### src/fir_pkg.sv
// Widths are fixed here for all builds. Lane sums carry 5 guard bits, which covers at most 32 taps.
`default_nettype none

package fir_pkg;

    // Sample, coefficient and lane sum widths.
    localparam int DATA_W = 16;
    localparam int COEF_W = 18;
    localparam int ACC_W  = DATA_W + COEF_W + 5;

    // The channel tag is sized for the largest bank.
    localparam int MAX_CH   = 8;
    localparam int CH_IDX_W = $clog2(MAX_CH);

    // Symmetric 8-tap low-pass. With OUT_SHIFT at 17 its DC gain is a little above one,
    // so a full-scale input can clip.
    localparam int DEF_TAP_NUM = 8;
    localparam int DEF_COEF [DEF_TAP_NUM] = '{
        -2048, 6144, 24576, 45056, 45056, 24576, 6144, -2048
    };

    typedef logic [CH_IDX_W-1:0] ch_idx_t;

    typedef logic signed [DATA_W-1:0] sample_t;
    typedef logic signed [COEF_W-1:0] coef_t;
    typedef logic signed [ACC_W-1:0]  acc_t;

    // One interleaved input word.
    typedef struct packed {
        ch_idx_t ch;
        sample_t data;
    } in_sample_t;

    // Entry n holds channel n. Entries at and above the channel count stay zero.
    typedef struct packed {
        sample_t [MAX_CH-1:0] smp;
    } frame_t;

    // Full-width lane sums, one per channel.
    typedef struct packed {
        acc_t [MAX_CH-1:0] acc;
    } sum_frame_t;

endpackage

`default_nettype wire

### src/fir_bank.sv
// Latency from the last channel's sample to out_valid_o is 4 + clog2(TAP_NUM). There is no stall.
`timescale 1ns/1ps
`default_nettype none

module fir_bank #(
    parameter int CH_NUM         = 2,
    parameter int TAP_NUM        = fir_pkg::DEF_TAP_NUM,
    parameter int COEF [TAP_NUM] = fir_pkg::DEF_COEF,
    parameter int OUT_SHIFT      = 17
) (
    input  logic                       clk_i,
    input  logic                       rstn_i,
    input  logic                       en_i,
    input  logic                       sample_valid_i,
    input  fir_pkg::in_sample_t        sample_i,
    output logic                       out_valid_o,
    output fir_pkg::frame_t            out_frame_o,
    output logic [fir_pkg::MAX_CH-1:0] sat_o,
    output logic                       seq_err_o
);

    logic            frame_valid;
    fir_pkg::frame_t frame;

    wire logic [CH_NUM-1:0]  lane_valid;
    wire fir_pkg::sum_frame_t lane_sums;

    frame_assembler #(
        .CH_NUM(CH_NUM)
    ) i_frame_assembler (
        .clk_i         (clk_i),
        .rstn_i        (rstn_i),
        .en_i          (en_i),
        .sample_valid_i(sample_valid_i),
        .sample_i      (sample_i),
        .frame_valid_o (frame_valid),
        .frame_o       (frame),
        .seq_err_o     (seq_err_o)
    );

    for (genvar n = 0; n < CH_NUM; n++) begin : g_lane
        fir_lane #(
            .TAP_NUM(TAP_NUM),
            .COEF   (COEF)
        ) i_fir_lane (
            .clk_i   (clk_i),
            .rstn_i  (rstn_i),
            .valid_i (frame_valid),
            .sample_i(frame.smp[n]),
            .valid_o (lane_valid[n]),
            .sum_o   (lane_sums.acc[n])
        );
    end

    // Channels beyond CH_NUM have no lane.
    for (genvar n = CH_NUM; n < fir_pkg::MAX_CH; n++) begin : g_unused
        assign lane_sums.acc[n] = '0;
    end

    // All lanes run in lockstep, so lane 0 stands for the rest.
    output_scaler #(
        .CH_NUM   (CH_NUM),
        .OUT_SHIFT(OUT_SHIFT)
    ) i_output_scaler (
        .clk_i  (clk_i),
        .rstn_i (rstn_i),
        .valid_i(lane_valid[0]),
        .sums_i (lane_sums),
        .valid_o(out_valid_o),
        .frame_o(out_frame_o),
        .sat_o  (sat_o)
    );

endmodule

`default_nettype wire

### src/fir_lane.sv
// TAP_NUM is 1 to 32 and coefficients are cut to COEF_W bits. The delay line moves only on valid_i.
`timescale 1ns/1ps
`default_nettype none

module fir_lane #(
    parameter int TAP_NUM        = fir_pkg::DEF_TAP_NUM,
    parameter int COEF [TAP_NUM] = fir_pkg::DEF_COEF
) (
    input  logic             clk_i,
    input  logic             rstn_i,
    input  logic             valid_i,
    input  fir_pkg::sample_t sample_i,
    output logic             valid_o,
    output fir_pkg::acc_t    sum_o
);

    // Adder tree depth. The tree is padded with zero leaves up to a power of two.
    localparam int LVL    = $clog2(TAP_NUM);
    localparam int LEAVES = 1 << LVL;

    // One cycle for the delay line, one for the products, LVL for the tree.
    localparam int PIPE = 2 + LVL;

    fir_pkg::sample_t dly_q [TAP_NUM];

    // Heap order. Node 1 is the root, node k adds nodes 2k and 2k+1,
    // and the registered products sit at LEAVES to 2*LEAVES-1.
    fir_pkg::acc_t node_q [1:2*LEAVES-1];

    logic [PIPE-1:0] vld_q;

    if (TAP_NUM < 1 || TAP_NUM > 32) begin : g_tap_chk
        $error("fir_lane: TAP_NUM must be from 1 to 32, got %0d", TAP_NUM);
    end

    // Delay line, tap 0 holds the newest sample.
    always_ff @(posedge clk_i) begin
        if (!rstn_i) begin
            for (int i = 0; i < TAP_NUM; i++) begin
                dly_q[i] <= '0;
            end
        end else if (valid_i) begin
            dly_q[0] <= sample_i;
            for (int i = 1; i < TAP_NUM; i++) begin
                dly_q[i] <= dly_q[i-1];
            end
        end
    end

    // Product stage. The products are sign-extended to the full sum width here
    // so that the tree needs no further growth.
    for (genvar k = 0; k < LEAVES; k++) begin : g_leaf
        if (k < TAP_NUM) begin : g_tap
            localparam fir_pkg::coef_t C = fir_pkg::coef_t'(COEF[k]);

            always_ff @(posedge clk_i) begin
                node_q[LEAVES+k] <= dly_q[k] * C;
            end
        end else begin : g_pad
            always_ff @(posedge clk_i) begin
                node_q[LEAVES+k] <= '0;
            end
        end
    end

    // Every internal node is one register level above its children,
    // so all paths to the root have the same latency.
    for (genvar k = 1; k < LEAVES; k++) begin : g_node
        always_ff @(posedge clk_i) begin
            node_q[k] <= node_q[2*k] + node_q[2*k+1];
        end
    end

    // Valid travels next to the data and lets frames follow each other every cycle.
    always_ff @(posedge clk_i) begin
        if (!rstn_i) begin
            vld_q <= '0;
        end else begin
            vld_q <= {vld_q[PIPE-2:0], valid_i};
        end
    end

    assign valid_o = vld_q[PIPE-1];
    assign sum_o   = node_q[1];

endmodule

`default_nettype wire

### src/frame_assembler.sv
// Channels must arrive in order 0 to CH_NUM-1. An out-of-order sample is dropped and flagged.
`timescale 1ns/1ps
`default_nettype none

module frame_assembler #(
    parameter int CH_NUM = 2
) (
    input  logic                clk_i,
    input  logic                rstn_i,
    input  logic                en_i,
    input  logic                sample_valid_i,
    input  fir_pkg::in_sample_t sample_i,
    output logic                frame_valid_o,
    output fir_pkg::frame_t     frame_o,
    output logic                seq_err_o
);

    localparam fir_pkg::ch_idx_t LAST_CH = fir_pkg::ch_idx_t'(CH_NUM - 1);

    logic             accept;
    logic             in_order;
    logic             last;
    fir_pkg::ch_idx_t exp_ch_q;
    fir_pkg::frame_t  stage_q;
    logic             done_q;
    logic             err_q;

    if (CH_NUM < 1 || CH_NUM > fir_pkg::MAX_CH) begin : g_ch_chk
        $error("frame_assembler: CH_NUM must be from 1 to %0d, got %0d",
               fir_pkg::MAX_CH, CH_NUM);
    end

    assign accept = en_i && sample_valid_i;

    // A channel-0 sample always opens a new frame, whatever channel was expected.
    assign in_order = (sample_i.ch == '0) || (sample_i.ch == exp_ch_q);
    assign last     = (sample_i.ch == LAST_CH);

    always_ff @(posedge clk_i) begin
        if (!rstn_i) begin
            exp_ch_q <= '0;
            done_q   <= 1'b0;
            err_q    <= 1'b0;
        end else begin
            done_q <= accept && in_order && last;
            err_q  <= accept && !in_order;
            if (accept) begin
                if (in_order && !last) begin
                    exp_ch_q <= fir_pkg::ch_idx_t'(sample_i.ch + 1'b1);
                end else begin
                    exp_ch_q <= '0;
                end
            end
        end
    end

    // Only in-order samples reach the staging frame, so the index stays below CH_NUM.
    always_ff @(posedge clk_i) begin
        if (accept && in_order) begin
            stage_q.smp[sample_i.ch] <= sample_i.data;
        end
    end

    always_ff @(posedge clk_i) begin
        if (!rstn_i) begin
            frame_valid_o <= 1'b0;
            seq_err_o     <= 1'b0;
        end else begin
            frame_valid_o <= done_q;
            seq_err_o     <= err_q;
        end
    end

    // The staging frame may already take the next channel 0 on this edge.
    // The old contents are still read here.
    always_ff @(posedge clk_i) begin
        if (done_q) begin
            for (int n = 0; n < fir_pkg::MAX_CH; n++) begin
                frame_o.smp[n] <= (n < CH_NUM) ? stage_q.smp[n] : '0;
            end
        end
    end

    // A sample either completes a frame or breaks the order, never both.
    a_valid_err_excl: assert property (
        @(posedge clk_i) disable iff (!rstn_i)
        !(frame_valid_o && seq_err_o)
    );

    a_exp_ch_range: assert property (
        @(posedge clk_i) disable iff (!rstn_i)
        int'(exp_ch_q) < CH_NUM
    );

endmodule

`default_nettype wire

### src/output_scaler.sv
// OUT_SHIFT must be at least 1. Rounding is half up before the arithmetic shift.
`timescale 1ns/1ps
`default_nettype none

module output_scaler #(
    parameter int CH_NUM    = 2,
    parameter int OUT_SHIFT = 17
) (
    input  logic                       clk_i,
    input  logic                       rstn_i,
    input  logic                       valid_i,
    input  fir_pkg::sum_frame_t        sums_i,
    output logic                       valid_o,
    output fir_pkg::frame_t            frame_o,
    output logic [fir_pkg::MAX_CH-1:0] sat_o
);

    localparam fir_pkg::acc_t HALF_LSB = fir_pkg::acc_t'(1) <<< (OUT_SHIFT - 1);
    localparam fir_pkg::acc_t SMP_MAX  = fir_pkg::acc_t'(2 ** (fir_pkg::DATA_W - 1) - 1);
    localparam fir_pkg::acc_t SMP_MIN  = -SMP_MAX - 1;

    fir_pkg::frame_t            scaled;
    logic [fir_pkg::MAX_CH-1:0] clip;

    if (OUT_SHIFT < 1 || OUT_SHIFT >= fir_pkg::ACC_W) begin : g_shift_chk
        $error("output_scaler: OUT_SHIFT must be from 1 to %0d, got %0d",
               fir_pkg::ACC_W - 1, OUT_SHIFT);
    end

    always_comb begin
        fir_pkg::acc_t rnd;
        fir_pkg::acc_t shf;

        scaled = '0;
        clip   = '0;
        for (int n = 0; n < CH_NUM; n++) begin
            rnd = sums_i.acc[n] + HALF_LSB;
            shf = rnd >>> OUT_SHIFT;
            if (shf > SMP_MAX) begin
                scaled.smp[n] = SMP_MAX[fir_pkg::DATA_W-1:0];
                clip[n]       = 1'b1;
            end else if (shf < SMP_MIN) begin
                scaled.smp[n] = SMP_MIN[fir_pkg::DATA_W-1:0];
                clip[n]       = 1'b1;
            end else begin
                scaled.smp[n] = shf[fir_pkg::DATA_W-1:0];
            end
        end
    end

    always_ff @(posedge clk_i) begin
        if (!rstn_i) begin
            valid_o <= 1'b0;
            sat_o   <= '0;
        end else begin
            valid_o <= valid_i;
            sat_o   <= valid_i ? clip : '0;
        end
    end

    always_ff @(posedge clk_i) begin
        frame_o <= scaled;
    end

    // Saturation flags belong to a frame and never show up between frames.
    a_sat_only_valid: assert property (
        @(posedge clk_i) disable iff (!rstn_i)
        !valid_o |-> (sat_o == '0)
    );

endmodule

`default_nettype wire

### config.mk
export PLATFORM = sky130hd
export DESIGN_NAME = fir_bank
export DESIGN_NICKNAME = d
export VERILOG_FILES = /design/src/fir_pkg.sv /design/src/fir_bank.sv /design/src/fir_lane.sv /design/src/frame_assembler.sv /design/src/output_scaler.sv
export SDC_FILE = /design/constraint.sdc
export NUM_CORES = 2
export LEC_CHECK = 0
export BUFFER_PORTS_ARGS = -buffer_cell sky130_fd_sc_hd__buf_4
export CAP_MARGIN = 20
export CORE_AREA = 2 2 363 365
export DETAILED_ROUTE_END_ITERATION = 8
export DIE_AREA = 0 0 365 367
export GPL_TIMING_DRIVEN = 0
export HOLD_SLACK_MARGIN = 0.06
export PLACE_DENSITY = 0.63
export SLEW_MARGIN = 15
export SYNTH_ARGS = -nofsm -noshare
export SYNTH_HDL_FRONTEND = slang
export SYNTH_SLANG_ARGS = --single-unit
### constraint.sdc
create_clock -name clk_i -period 11 [get_ports clk_i]
set_input_delay 2.2 -clock clk_i [delete_from_list [all_inputs] [get_ports clk_i]]
set_output_delay 2.2 -clock clk_i [all_outputs]
set_load 0.03 [all_outputs]
==> metrics.md <==
| Metric | Value |
|---|---|
| Post-Synthesis Cells | `5582` |
| Maximum clock frequency | `between 200 and 250 MHz` |
| P_sw | `5.536 mW` |
| Multi-input combinational cell area | `approximately 31000 sq um` |
| Seq cells post-synth | `1093` |
| Min Clock Period, post-route | `between 4 and 5 ns` |
| Reg power frac | `0.361` |
| Area fraction of the dominant cell type after synthesis | `0.2668` |
| Clock Power Share | `0.250` |
| Sequential cell area | `between 20000 and 30000 sq um` |
| Root Buffer | `clkbuf_16` |
| WP data required | `11.58 ns` |
| Crit. End Element | `flop` |
| Post-synthesis sequential area ratio | `0.4324` |
| Htree depth | `3` |
| Initial Util | `0.4446` |
| CP Class | `in2reg` |
| DRC errors left | `0` |
| Combinational Power Share | `0.389` |
| Max Clock Skew | `0.02115 ns` |
| Number of synthesized flops with an enable pin | `320` |
| Synthesis Warnings | `0` |
| RSZ-0062 raised after global routing | `false` |
| Setup Viol. Count Final | `0` |
| Synth cell types | `between 80 and 90` |
| Worst relative slew slack | `0.3465` |
| Crit-path cells | `clkbuf_1 -> clkbuf_1 -> clkbuf_2 -> nand2_1 -> a21oi_1` |
| Final core utilization | `0.4986` |
| Clock buffer count from CTS | `111` |
| Count of final hold-check violations | `0` |
| CP max-delay cell | `nand2_1` |
| Maximum vdd drop | `0.1803 mV` |
| Post-CTS Setup Repair Bufs | `0` |
| Worst-Margin Slew | `0.9728 ns` |
| Port Buffer Count | `57` |
| Hold WC Path Type | `reg2reg` |
| DP Cell Count | `7506` |
| Top post-synthesis cells by count | `773 x dfxtp_1, 733 x ha_1, 400 x xnor2_1` |
| Core area | `approximately 130000 sq um` |
| Clock transition at path regs | `approximately 0.060 ns` |
| Rows | `133` |
| Crit path max fanout | `10` |
| WP buf/inv | `3` |
| Fillers | `11750` |
| Wirelength per Cell | `about 15 microns` |
| Routability Congestion | `0.8695` |
| Leak | `29.61 nW` |
| Share of cells above drive strength 1 | `0.07348` |
| Via count | `39080` |
| Most numerous cell in the Yosys netlist | `dfxtp_1` |
| Critical Path Most Common Cell | `clkbuf_1` |
| Worst path max stage delay | `0.66 ns` |
| Mapped cell area | `58010 sq um` |
| Post-synth top area cell | `dfxtp_1` |
| Period utilization | `0.4061` |
| Num ports | `roughly 160` |
| Initial antenna violation count | `6` |
| Hold_ws | `about 0.33 ns` |
| Worst-case clock buffer depth | `3` |
| Final slew viol count | `0` |
| Ys flop type | `dfxtp_1` |
| Switching Fraction | `0.3558` |
| CP arrival | `5.05 ns` |
| Cell area power density | `239.2 nW/um^2` |
| Number of global-route vias before repair | `roughly 39000` |
| Layout overhead on the synthesized area | `12.14%` |
| Status | `finished clean` |
| Clk_lat worst skew | `0.71 ns` |
| Post-Layout Cell Count | `7717` |
| Clock sinks | `1093` |
| Die Y | `367 microns` |
| Avg Cell Area, Syn | `10.39 sq um` |
| DRT Pass-1 Iters | `7` |
| Hold_buf cts | `0` |
| GR Overflow Total | `0` |
| DRT antenna net count | `0` |
| Die width | `365 microns` |
| Max_cap viols | `0` |
| Largest cells by area after synthesis | `dfxtp_1 27%, edfxtp_1 17%, ha_1 16%` |
| Gr usage total | `0.1746` |
| Nets | `6692` |
| First-pass GRT wire length | `189.8 mm` |
| Post-DP HPWL | `92.74 mm` |
| Count of cells resized by post-cts repair | `0` |
| Largest net degree at the start of global routing | `54` |
| CP startpoint kind | `input pin` |
| Critical path's top delay family | `buffers and inverters` |
| Cell Int Power | `10.02 mW` |
| Routed WL | `roughly 120 mm` |
| Routed vias/inst | `between 5 and 6` |
| Synth async-reset ratio | `0` |
| TritonCTS clock tree | `done` |
| DR iter-0 viols | `1935` |
| Die area | `between 100000 and 150000 sq um` |
==> stage by stage <==
step / TNS [ns] / power [mW] / instance area, sq um / setup slack [ns]
after floorplan: 0 / 10.15 / 58390 / 1.986
after global placement: -388.03 / 11.61 / 61010 / -1.539
after detailed placement: 0 / 11.70 / 61220 / 5.719
after CTS: 0 / 15.67 / 65050 / 6.474
after global routing: 0 / 16.61 / 65050 / 6.420
final: 0 / 15.56 / 65050 / 6.533
==> cells in the final DEF, fill, tap and decap left out, types with 47 or more instances in the layout <==
cell type	instances
nand2_1	215
xor2_1	158
nor3_1	126
conb_1	102
nor2b_1	80
ha_1	733
buf_4	162
fa_1	72
nand3_1	115
xnor2_1	400
inv_1	371
edfxtp_1	320
o21ai_0	199
clkbuf_16	120
a21o_1	150
clkbuf_1	84
and3_1	252
nand2b_1	49
a21oi_1	345
o21a_1	86
o21bai_1	47
dfxtp_1	772
and2_1	89
a31oi_1	48
nor2_1	337
==> worst register-to-register path, cell delays in order (launching register included) <==
cell	delay (ns)
edfxtp_1	0.45
ha_1	0.35
fa_1	0.47
ha_1	0.35
a21oi_1	0.22
o21bai_1	0.15
o311ai_0	0.35
nand3_1	0.18
o41ai_1	0.66
o2111ai_1	0.29
o31a_1	0.32
xor2_1	0.14
==> power by group through the flow <==
stage	sequential (mW)	clock [mW]	combinational, mW
final	5.62	3.88	6.06
after global routing	5.71	4.14	6.76
after CTS	5.63	3.98	6.07
after detailed placement	5.69	0	6.01
after global placement	5.72	0	5.90
after floorplan	5.59	0	4.56
==> sequential cells by signal (all words and copies together), names as in the netlist <==
signal                           cells
g_lane.i_fir_lane.vld_q              5
i_frame_assembler.err_q              1
i_output_scaler.frame_o             32
i_frame_assembler.stage_q           32
i_frame_assembler.done_q             1
i_frame_assembler.exp_ch_q           3
i_output_scaler.valid_o              1
i_output_scaler.sat_o                2
i_frame_assembler.frame_valid_o      1
g_lane.i_fir_lane.node_q           726
g_lane.i_fir_lane.dly_q            256
i_frame_assembler.seq_err_o          1
i_frame_assembler.frame_o           32
==> routing by layer <==
layer | vias to the layer above | track usage | share of wire
li1 | 20240 | - | -
met1 | 18150 | 0.2331 | 0.47
met2 | 529 | 0.2969 | 0.47
met3 | 154 | 0.02119 | 0.033
met4 | 0 | 0.04796 | 0.020
met5 | - | 0 | 0
==> logic make-up after synthesis <==
logic type      after synthesis  synth area share
flops                      1093            0.4324
buf+inv                     547           0.04213
mux                          13          0.002265
compound gates             1168            0.1331
other cells                   1        0.00006465
simple gates               1397            0.1228
fa+ha+maj                   805            0.1830
xor+xnor                    558           0.08425
==> worst paths after layout <==
path	slack (ns)	to	start	depth (start not counted)
setup / recovery	6.53	i_output_scaler.sat_o[1]$_SDFF_PN0_	rstn_i	5
hold / removal	0.33	g_lane[1].i_fir_lane.node_q[0][89]$_DFF_P_	g_lane[1].i_fir_lane.node_q[0][167]$_DFF_P_	0
setup reg to reg	6.95	g_lane[0].i_fir_lane.node_q[1][148]$_DFF_P_	g_lane[0].i_fir_lane.dly_q[0][49]$_SDFFCE_PN0P_	11
hold reg to reg	0.33	g_lane[1].i_fir_lane.node_q[0][89]$_DFF_P_	g_lane[1].i_fir_lane.node_q[0][167]$_DFF_P_	0
==> area by class of cell <==
class / instances / share of cell area
Antenna cell: 1 / 0.00003847
Buffer: 176 / 0.01618
Clock buffer: 156 / 0.05107
Clock inverter: 54 / 0.007867
Inverter: 371 / 0.02141
Multi-Input combinational cell: 4043 / 0.4751
Sequential cell: 1093 / 0.3856
Tap cell: 1755 / 0.03376
Timing Repair Buffer: 68 / 0.009002
(Power assumes the default switching activity.)
